==> config.mk <==
export PLATFORM = sky130hd
export DESIGN_NAME = stack_calc_top
export DESIGN_NICKNAME = d
export VERILOG_FILES = /design/src/verilog/stack_calc_pkg.sv /design/src/verilog/data_stack.sv /design/src/verilog/stack_alu.sv /design/src/verilog/stack_sequencer.sv /design/src/verilog/apb_calc_regs.sv /design/src/verilog/stack_calc_top.sv
export SDC_FILE = /design/constraint.sdc
export NUM_CORES = 1
export LEC_CHECK = 0
export BUFFER_PORTS_ARGS = -buffer_cell sky130_fd_sc_hd__buf_4
export CAP_MARGIN = 20
export CORE_MARGIN = 2
export CORE_UTILIZATION = 35
export CTS_CLUSTER_SIZE = 16
export DETAILED_ROUTE_END_ITERATION = 7
export SYNTH_ARGS = -nofsm -noshare
export SYNTH_HDL_FRONTEND = slang
export SYNTH_HIERARCHICAL = 1
export SYNTH_SLANG_ARGS = --single-unit
==> constraint.sdc <==
create_clock -name clk -period 3.9 [get_ports clk]
set_clock_uncertainty 0.2 [all_clocks]
set_input_delay 0.585 -clock clk [delete_from_list [all_inputs] [get_ports clk]]
set_output_delay 0.585 -clock clk [all_outputs]
set_load 0.02 [all_outputs]
==> src/verilog/stack_calc_pkg.sv <==
package stack_calc_pkg;

    //////////////////////////////////////////////////
    // Widths and register map
    //////////////////////////////////////////////////

    localparam int data_w = 8;                  // Default datapath width

    localparam logic [7:0] REG_CMD    = 8'h00;  // W: opcode + immediate
    localparam logic [7:0] REG_STATUS = 8'h04;  // R: count/flags, W: error clear
    localparam logic [7:0] REG_TOP    = 8'h08;  // R: top of stack

    // Field positions inside the 32-bit bus words
    localparam int CMD_IMM_LSB    = 0;          // Immediate in pwdata[7:0]
    localparam int CMD_OP_LSB     = 8;          // Opcode in pwdata[10:8]
    localparam int STAT_EMPTY_BIT = 8;
    localparam int STAT_FULL_BIT  = 9;
    localparam int STAT_ERR_BIT   = 16;         // Sticky, write 1 to clear

    //////////////////////////////////////////////////
    // Enums
    //////////////////////////////////////////////////

    typedef enum logic [2:0] {
        OP_PUSH, OP_POP, OP_DUP,                // Stack only
        OP_ADD, OP_SUB, OP_AND, OP_OR, OP_XOR   // Binary, need two entries
    } calc_op_e;

    typedef enum logic [1:0] {STK_NONE, STK_PUSH, STK_POP} stack_op_e;

    typedef enum logic [2:0] {S_IDLE, S_POP_A, S_POP_B, S_PUSH, S_DONE} seq_state_e;

    // Command as handed from the bus side to the sequencer
    typedef struct packed {
        calc_op_e   op;
        logic [7:0] imm;
    } calc_cmd_t;

    // APB master to slave
    typedef struct packed {
        logic        psel;
        logic        penable;
        logic        pwrite;
        logic [7:0]  paddr;
        logic [31:0] pwdata;
    } apb_req_t;

    // APB slave to master
    typedef struct packed {
        logic        pready;
        logic        pslverr;
        logic [31:0] prdata;
    } apb_rsp_t;

endpackage

==> src/verilog/data_stack.sv <==
`timescale 1ns/1ps

module data_stack
    import stack_calc_pkg::*;
#(
    parameter int WIDTH      = data_w,
    parameter int DEPTH_LOG2 = 4,
    localparam int COUNT_W   = DEPTH_LOG2 + 1   // Holds 0 .. 2**DEPTH_LOG2
)
(
    input  logic               clk,
    input  logic               rst_n,
    input  stack_op_e          stack_op,        // One push or pop per clock
    input  logic [WIDTH-1:0]   push_data,
    output logic [WIDTH-1:0]   top,             // Value the next pop removes
    output logic [COUNT_W-1:0] count            // Elements held
);

    localparam int ENTRIES = 2**DEPTH_LOG2;

    logic [WIDTH-1:0]      mem [ENTRIES];       // Slot 0 is the bottom
    logic [DEPTH_LOG2-1:0] wr_idx;              // First free slot
    logic [DEPTH_LOG2-1:0] below_idx;           // Slot under the current top
    logic [COUNT_W-1:0]    below_cnt;

    assign wr_idx    = count[DEPTH_LOG2-1:0];   // Wraps only when full, caller blocks that
    assign below_cnt = count - COUNT_W'(2);
    assign below_idx = below_cnt[DEPTH_LOG2-1:0];

    //////////////////////////////////////////////////
    // Storage array
    //////////////////////////////////////////////////

    always_ff @(posedge clk)
    begin
        if (stack_op == STK_PUSH)
            mem[wr_idx] <= push_data;
    end

    //////////////////////////////////////////////////
    // Count and registered top
    //////////////////////////////////////////////////

    always_ff @(posedge clk)
    begin
        if (!rst_n)
        begin
            count <= '0;
            top   <= '0;
        end
        else
        begin
            case (stack_op)
                STK_PUSH:
                begin
                    count <= count + COUNT_W'(1);
                    top   <= push_data;                 // New element is the top at once
                end
                STK_POP:
                begin
                    count <= count - COUNT_W'(1);
                    // Entry below becomes top, zero once the last one leaves
                    if (count > COUNT_W'(1))
                        top <= mem[below_idx];
                    else
                        top <= '0;
                end
                default:
                begin
                    count <= count;                     // Hold
                end
            endcase
        end
    end

endmodule

==> src/verilog/stack_alu.sv <==
`timescale 1ns/1ps

module stack_alu
    import stack_calc_pkg::*;
#(
    parameter int WIDTH = data_w
)
(
    input  calc_op_e         op,
    input  logic [WIDTH-1:0] a,         // Former top of stack
    input  logic [WIDTH-1:0] b,         // Entry that sat below it
    output logic [WIDTH-1:0] result
);

    //////////////////////////////////////////////////
    // Operation select
    //////////////////////////////////////////////////

    // b is the left operand so SUB reads as below minus top
    always_comb
    begin
        case (op)
            OP_ADD:
                result = b + a;         // Wraps mod 2**WIDTH
            OP_SUB:
                result = b - a;         // Borrow dropped
            OP_AND:
                result = b & a;
            OP_OR:
                result = b | a;
            OP_XOR:
                result = b ^ a;
            default:
            begin
                // Stack-only opcodes never reach the push mux with this value
                result = b;
            end
        endcase
    end

endmodule

==> src/verilog/stack_sequencer.sv <==
`timescale 1ns/1ps

module stack_sequencer
    import stack_calc_pkg::*;
#(
    parameter int WIDTH      = data_w,
    parameter int DEPTH_LOG2 = 4,
    localparam int COUNT_W   = DEPTH_LOG2 + 1
)
(
    input  logic               clk,
    input  logic               rst_n,
    input  logic               cmd_valid,   // One-cycle pulse from the bus side
    input  calc_cmd_t          cmd,
    output logic               cmd_done,    // High only in S_DONE
    output logic               cmd_err,     // Valid with cmd_done
    output stack_op_e          stack_op,
    output logic [WIDTH-1:0]   push_data,
    input  logic [WIDTH-1:0]   top,
    input  logic [COUNT_W-1:0] count
);

    localparam logic [COUNT_W-1:0] ENTRIES = COUNT_W'(2**DEPTH_LOG2);

    seq_state_e       state;
    stack_op_e        fin_op_q;             // Access for S_DONE and STK_NONE in idle
    logic             err_q;
    logic             is_binary;
    logic             reject;

    // Operands and command payload
    calc_op_e         op_q;
    logic             bin_q;
    logic [WIDTH-1:0] data_q;               // Immediate or copy of top
    logic [WIDTH-1:0] a_q;
    logic [WIDTH-1:0] b_q;
    logic [WIDTH-1:0] alu_result;

    //////////////////////////////////////////////////
    // Command check against current depth
    //////////////////////////////////////////////////

    assign is_binary = cmd.op inside {OP_ADD, OP_SUB, OP_AND, OP_OR, OP_XOR};

    always_comb
    begin
        case (cmd.op)
            OP_PUSH: reject = (count == ENTRIES);                      // Overflow
            OP_POP:  reject = (count == '0);                           // Underflow
            OP_DUP:  reject = (count == '0) || (count == ENTRIES);
            default: reject = (count < COUNT_W'(2));                   // Needs two operands
        endcase
    end

    //////////////////////////////////////////////////
    // State machine
    //////////////////////////////////////////////////

    always_ff @(posedge clk)
    begin
        if (!rst_n)
        begin
            state    <= S_IDLE;
            fin_op_q <= STK_NONE;
            err_q    <= 1'b0;
        end
        else
        begin
            case (state)
                S_IDLE:
                begin
                    if (cmd_valid)
                    begin
                        err_q <= reject;
                        if (reject)
                        begin
                            fin_op_q <= STK_NONE;           // Stack left untouched
                            state    <= S_DONE;
                        end
                        else if (is_binary)
                        begin
                            fin_op_q <= STK_PUSH;           // Result goes back last
                            state    <= S_POP_A;
                        end
                        else
                        begin
                            fin_op_q <= (cmd.op == OP_POP) ? STK_POP : STK_PUSH;
                            state    <= S_DONE;
                        end
                    end
                end
                S_POP_A: state <= S_POP_B;
                S_POP_B: state <= S_DONE;                   // Result push runs in S_DONE
                default:
                begin
                    fin_op_q <= STK_NONE;                   // Idle issues no stack access
                    state    <= S_IDLE;
                end
            endcase
        end
    end

    // Payload capture
    always_ff @(posedge clk)
    begin
        if (state == S_IDLE && cmd_valid)
        begin
            op_q   <= cmd.op;
            bin_q  <= is_binary;
            data_q <= (cmd.op == OP_DUP) ? top : WIDTH'(cmd.imm);
        end
        if (state == S_POP_A)
            a_q <= top;                     // Top before the first pop
        if (state == S_POP_B)
            b_q <= top;                     // Entry exposed by that pop
    end

    stack_alu #(
        .WIDTH (WIDTH)
    ) i_stack_alu (
        .op     (op_q),
        .a      (a_q),
        .b      (b_q),
        .result (alu_result)
    );

    //////////////////////////////////////////////////
    // Outputs to stack and bus side
    //////////////////////////////////////////////////

    always_comb
    begin
        case (state)
            S_POP_A, S_POP_B: stack_op = STK_POP;
            default:          stack_op = fin_op_q;      // Cleared again when leaving S_DONE
        endcase
    end

    assign push_data = bin_q ? alu_result : data_q;
    assign cmd_done  = (state == S_DONE);
    assign cmd_err   = (state == S_DONE) && err_q;

endmodule

==> src/verilog/apb_calc_regs.sv <==
`timescale 1ns/1ps

module apb_calc_regs
    import stack_calc_pkg::*;
#(
    parameter int WIDTH      = data_w,
    parameter int DEPTH_LOG2 = 4,
    localparam int COUNT_W   = DEPTH_LOG2 + 1
)
(
    input  logic               clk,
    input  logic               rst_n,
    input  apb_req_t           apb_req,
    output apb_rsp_t           apb_rsp,
    output logic               cmd_valid,   // First access cycle of a REG_CMD write
    output calc_cmd_t          cmd,
    input  logic               cmd_done,
    input  logic               cmd_err,
    input  logic [WIDTH-1:0]   top,
    input  logic [COUNT_W-1:0] count
);

    localparam logic [COUNT_W-1:0] ENTRIES = COUNT_W'(2**DEPTH_LOG2);

    logic        access;                    // APB access phase
    logic        cmd_wr;
    logic        stat_wr;
    logic        busy_q;                    // Command in flight
    logic        err_q;                     // Sticky error
    logic        empty;
    logic        full;
    logic [31:0] status_word;

    //////////////////////////////////////////////////
    // Decode
    //////////////////////////////////////////////////

    assign access  = apb_req.psel && apb_req.penable;
    assign cmd_wr  = access && apb_req.pwrite && (apb_req.paddr == REG_CMD);
    assign stat_wr = access && apb_req.pwrite && (apb_req.paddr == REG_STATUS);

    assign cmd_valid = cmd_wr && !busy_q;   // busy_q masks the later access cycles
    assign cmd.op    = calc_op_e'(apb_req.pwdata[CMD_OP_LSB +: $bits(calc_op_e)]);
    assign cmd.imm   = apb_req.pwdata[CMD_IMM_LSB +: 8];

    always_ff @(posedge clk)
    begin
        if (!rst_n)
            busy_q <= 1'b0;
        else if (cmd_valid)
            busy_q <= 1'b1;
        else if (cmd_done)
            busy_q <= 1'b0;                 // Transfer ends on this same edge
    end

    // Set by a rejected command and cleared by writing 1 to status bit 16
    always_ff @(posedge clk)
    begin
        if (!rst_n)
            err_q <= 1'b0;
        else if (cmd_done && cmd_err)
            err_q <= 1'b1;
        else if (stat_wr && apb_req.pwdata[STAT_ERR_BIT])
            err_q <= 1'b0;
    end

    //////////////////////////////////////////////////
    // Response
    //////////////////////////////////////////////////

    assign empty = (count == '0);
    assign full  = (count == ENTRIES);

    always_comb
    begin
        status_word                 = '0;
        status_word[COUNT_W-1:0]    = count;
        status_word[STAT_EMPTY_BIT] = empty;
        status_word[STAT_FULL_BIT]  = full;
        status_word[STAT_ERR_BIT]   = err_q;
    end

    // Only command writes add wait states
    assign apb_rsp.pready  = !cmd_wr || (busy_q && cmd_done);
    assign apb_rsp.pslverr = cmd_wr && cmd_err;

    always_comb
    begin
        apb_rsp.prdata = '0;                // Unmapped reads return zero
        if (access && !apb_req.pwrite)
        begin
            if (apb_req.paddr == REG_STATUS)
                apb_rsp.prdata = status_word;
            else if (apb_req.paddr == REG_TOP)
                apb_rsp.prdata = 32'(top);  // Stack already zeroes it when empty
        end
    end

endmodule

==> src/verilog/stack_calc_top.sv <==
`timescale 1ns/1ps

module stack_calc_top
    import stack_calc_pkg::*;
#(
    parameter int WIDTH      = data_w,
    parameter int DEPTH_LOG2 = 4,
    localparam int COUNT_W   = DEPTH_LOG2 + 1
)
(
    input  logic     clk,
    input  logic     rst_n,
    input  apb_req_t apb_req,
    output apb_rsp_t apb_rsp
);

    // Bus side to sequencer
    logic               cmd_valid;
    calc_cmd_t          cmd;
    logic               cmd_done;
    logic               cmd_err;

    // Sequencer to stack and back
    stack_op_e          stack_op;
    logic [WIDTH-1:0]   push_data;
    logic [WIDTH-1:0]   top;
    logic [COUNT_W-1:0] count;

    apb_calc_regs #(
        .WIDTH      (WIDTH),
        .DEPTH_LOG2 (DEPTH_LOG2)
    ) i_apb_calc_regs (
        .clk       (clk),
        .rst_n     (rst_n),
        .apb_req   (apb_req),
        .apb_rsp   (apb_rsp),
        .cmd_valid (cmd_valid),
        .cmd       (cmd),
        .cmd_done  (cmd_done),
        .cmd_err   (cmd_err),
        .top       (top),           // Also read back over the bus
        .count     (count)
    );

    stack_sequencer #(
        .WIDTH      (WIDTH),
        .DEPTH_LOG2 (DEPTH_LOG2)
    ) i_stack_sequencer (
        .clk       (clk),
        .rst_n     (rst_n),
        .cmd_valid (cmd_valid),
        .cmd       (cmd),
        .cmd_done  (cmd_done),
        .cmd_err   (cmd_err),
        .stack_op  (stack_op),
        .push_data (push_data),
        .top       (top),
        .count     (count)
    );

    data_stack #(
        .WIDTH      (WIDTH),
        .DEPTH_LOG2 (DEPTH_LOG2)
    ) i_data_stack (
        .clk       (clk),
        .rst_n     (rst_n),
        .stack_op  (stack_op),
        .push_data (push_data),
        .top       (top),
        .count     (count)
    );

endmodule

==> results.yml <==
status:
  status: "finished, final reports clean"
logic_synthesis:
  avgSynthCellArea_sq_um: 14.1
  synth_cell_types: 67
  synthMuxAreaShare_pct: 12.5
  synth_edf_count: 156
  synth-xor-area-share_pct: 1.69
  synth.largest_area_cell: "edfxtp_1"
  ys_warn_count: 6
  yosys-top-cells-area: "edfxtp_1 (54%), mux4_2 (8.8%), dfxtp_1 (4.8%)"
  synthTopCellsByCount: "edfxtp_1 (156), nand2_1 (40), nor2_1 (35)"
  synth_flop_cell: "edfxtp_1"
  synth_simple_gate_area_share_pct: 8.78
  synth_area_sq_um: 8730
  syn_inst: 618
  synth-seq-area-share_pct: 58.5
  synthArstFlopShare_pct: 0
  synth.most_common_cell: "edfxtp_1"
  ys_ff_latch: 177
  synth_top_area_share_pct: 53.6
  synth_top_family_by_area: "multiplexers"
  synth-compound-area-share_pct: 8.15
  synth_fa_ha_area_share_pct: 4.81
worst_setup_path:
  path_class: "flop to flop"
  reg2reg_depth: 13
  cp-end-kind: "flop"
  cp_max_fo: 17
  r2r-start: "i_stack_sequencer/op_q[1]"
  r2r_end: "i_data_stack/top[5]"
  critPathLaunch: "i_stack_sequencer/op_q[1]"
  cp.arrival_ps: 3750
  cp_data_required_time_ps: 4040
  critPathLaunchType: "flop"
  rrSetupSlack_ps: 290
power_and_ir_drop:
  peakVddDrop_mv: 0.396
  p_leak_nw: 3.54
  powerDensity_nw_per_um2: 391
die:
  pin_count: 79
  die_area_sq_um: 26200
  die_w_microns: 162
  start_util_pct: 35.8
  coreArea_sq_um: 24400
  fp.dieH_microns: 162
  num_rows: 57
global_routing:
  grt_overflow: 0
  grt.total_usage_pct: 14.5
  grt_max_degree: 28
  antenna_found_initial: 0
  grt_pass1_vias: 5276
  grt_pass1_wl_microns: 28900
clocking:
  cts_tree: "built"
  cts_resized: 0
  clock_sinks: 177
  clock_path_buffers: 2
  hold_buffers: 0
  cts.clk_slew.worst_paths_ps: 70
  numCtsBuffers: 17
  htree_levels: 4
  insertion_delay_ps: 420
  post_cts_buffers: 0
  clockRootBuffer: "clkbuf_16"
sta:
  finalSetupViolations: 0
  fin_crit_ps: 3610
  fin_crit_sh_pct: 92.6
  relSlewSlack_pct: 35.3
  fmax_ghz: 0.277
  maxSlewViolCount: 0
  tns_ps: 0
  hold_viol: 0
  max_slew.worst_pin.slew_ps: 967
  rsz0062_at_grt: "no"
placed_design:
  dpl.cell_count: 963
  globalplace.congestion: 0.876
  dp_hpwl_microns: 13000
  port_buffers: 37
  placed_area_sq_um: 9270
min_path:
  hold_start: "apb_req[16]"
  hold_end: "i_apb_calc_regs/err_q"
  hp-class: "input pin to flop"
  holdPathStages: 2
drt:
  drt-initial-drc-count: 367
  vias_per_cell: 5.18
  drc_errors: 0
  wl_microns: 18500
  wl_per_cell_microns: 18.6
  vias: 5155
  ant_nets: 0
  first_pass_iters: 5
job:
  max_cap_viol_count: 0
cells_and_area:
  syn2layout_area_growth_pct: 13.2
  stdcell_area_sq_um: 9880
  fill_cells: 2265
  nNetsFinal: 736
  drive_above_1_share_pct: 23.4
  fin_cells: 995
  antenna_cells: 0
## logic make-up (layout without fill, tap and decap cells)
logic type	Yosys count	in the layout
other	1	21
AND/OR/NAND/NOR	142	142
AO/OA/AOI/OAI	99	99
adder cells (fa/ha/maj)	33	33
multiplexers	64	64
flip-flops	177	177
buffers and inverters	86	119
XOR/XNOR	16	16
## layout make-up
type,count,area (sq um),share of cell area (%)
Sequential cell,177,5110,51.7
Multi-Input combinational cell,375,3210,32.5
Clock buffer,18,429,4.34
Timing Repair Buffer,57,428,4.33
Tap cell,324,405,4.10
Clock inverter,14,188,1.90
Inverter,30,113,1.14
## critical path, cell delays in order (launching register included)
cell      delay [ps]
edfxtp_1         440
nor3b_4          470
nor2_1           100
xnor2_1          140
ha_1             340
nand2_1           60
o21ai_0          350
a31oi_1          150
xor2_1           160
a21oi_1          230
mux2_2           400
a21oi_1          130
nor2b_1          150
a211oi_1         200
## per-stage QoR
stage / hold WS [ps] / util, % / worst slack, ps / power [mW]
final: 161 / 40.5 / 290 / 3.86
after global routing: 151 / 40.5 / 46.0 / 3.96
after CTS: 147 / 40.5 / 308 / 3.90
after detailed placement: 254 / 38.0 / 343 / 2.14
after global placement: 249 / 38.0 / 387 / 2.14
after floorplan: 237 / - / 671 / 2.13
## where the power goes
group	internal, mW	switching, mW	leakage [nW]
Sequential	2.03	0.000118	1.60
Combinational	0.0260	0.0404	1.63
Clock	1.07	0.691	0.304
## placed cells by master (no fill, tap or decap), drive strengths merged, types with 14 or more instances in the layout
cell type  Yosys  routed
mux4          34      34
o21ai         14      14
a21oi         15      15
nor3          14      14
mux2          18      18
conb           1      21
nand2         41      41
edfxtp       156     156
inv           29      31
buf           45      57
ha            32      32
dfxtp         21      21
nor2          35      35
clkbuf        11      18
## per-layer routing
metal	share of wire, %	global-route usage [%]	routed length [microns]	up-vias
met2	50	24.7	9160	131
met5	0	0	0	-
met1	45	18.7	8250	2615
met4	1.9	4.99	356	0
li1	-	-	-	2382
met3	3.8	2.58	695	27
## sequential cells by signal (all words and copies together) (netlist names)
| name | count |
|---|---|
| i_data_stack/mem | 128 |
| i_data_stack/top | 8 |
| i_stack_sequencer/a_q | 8 |
| i_stack_sequencer/b_q | 8 |
| i_stack_sequencer/data_q | 8 |
| i_data_stack/count | 5 |
| i_stack_sequencer/op_q | 3 |
| i_stack_sequencer/state | 3 |
| i_stack_sequencer/fin_op_q | 2 |
| i_apb_calc_regs/busy_q | 1 |
| i_apb_calc_regs/err_q | 1 |
| i_stack_sequencer/bin_q | 1 |
| i_stack_sequencer/err_q | 1 |
## worst max-delay path by stage
stage / slack, ps / to / depth (start not counted)
4_1_cts: 310 / i_data_stack/top[5] / 13
6_report: 290 / i_data_stack/top[5] / 13
2_1_floorplan: 670 / i_data_stack/top[1] / 10
3_5_place_dp: 340 / i_data_stack/top[5] / 13
3_3_place_gp: 390 / i_data_stack/top[5] / 13
5_1_grt: 50 / i_data_stack/top[5] / 13
Note: power is estimated with default switching activity, not from simulation.
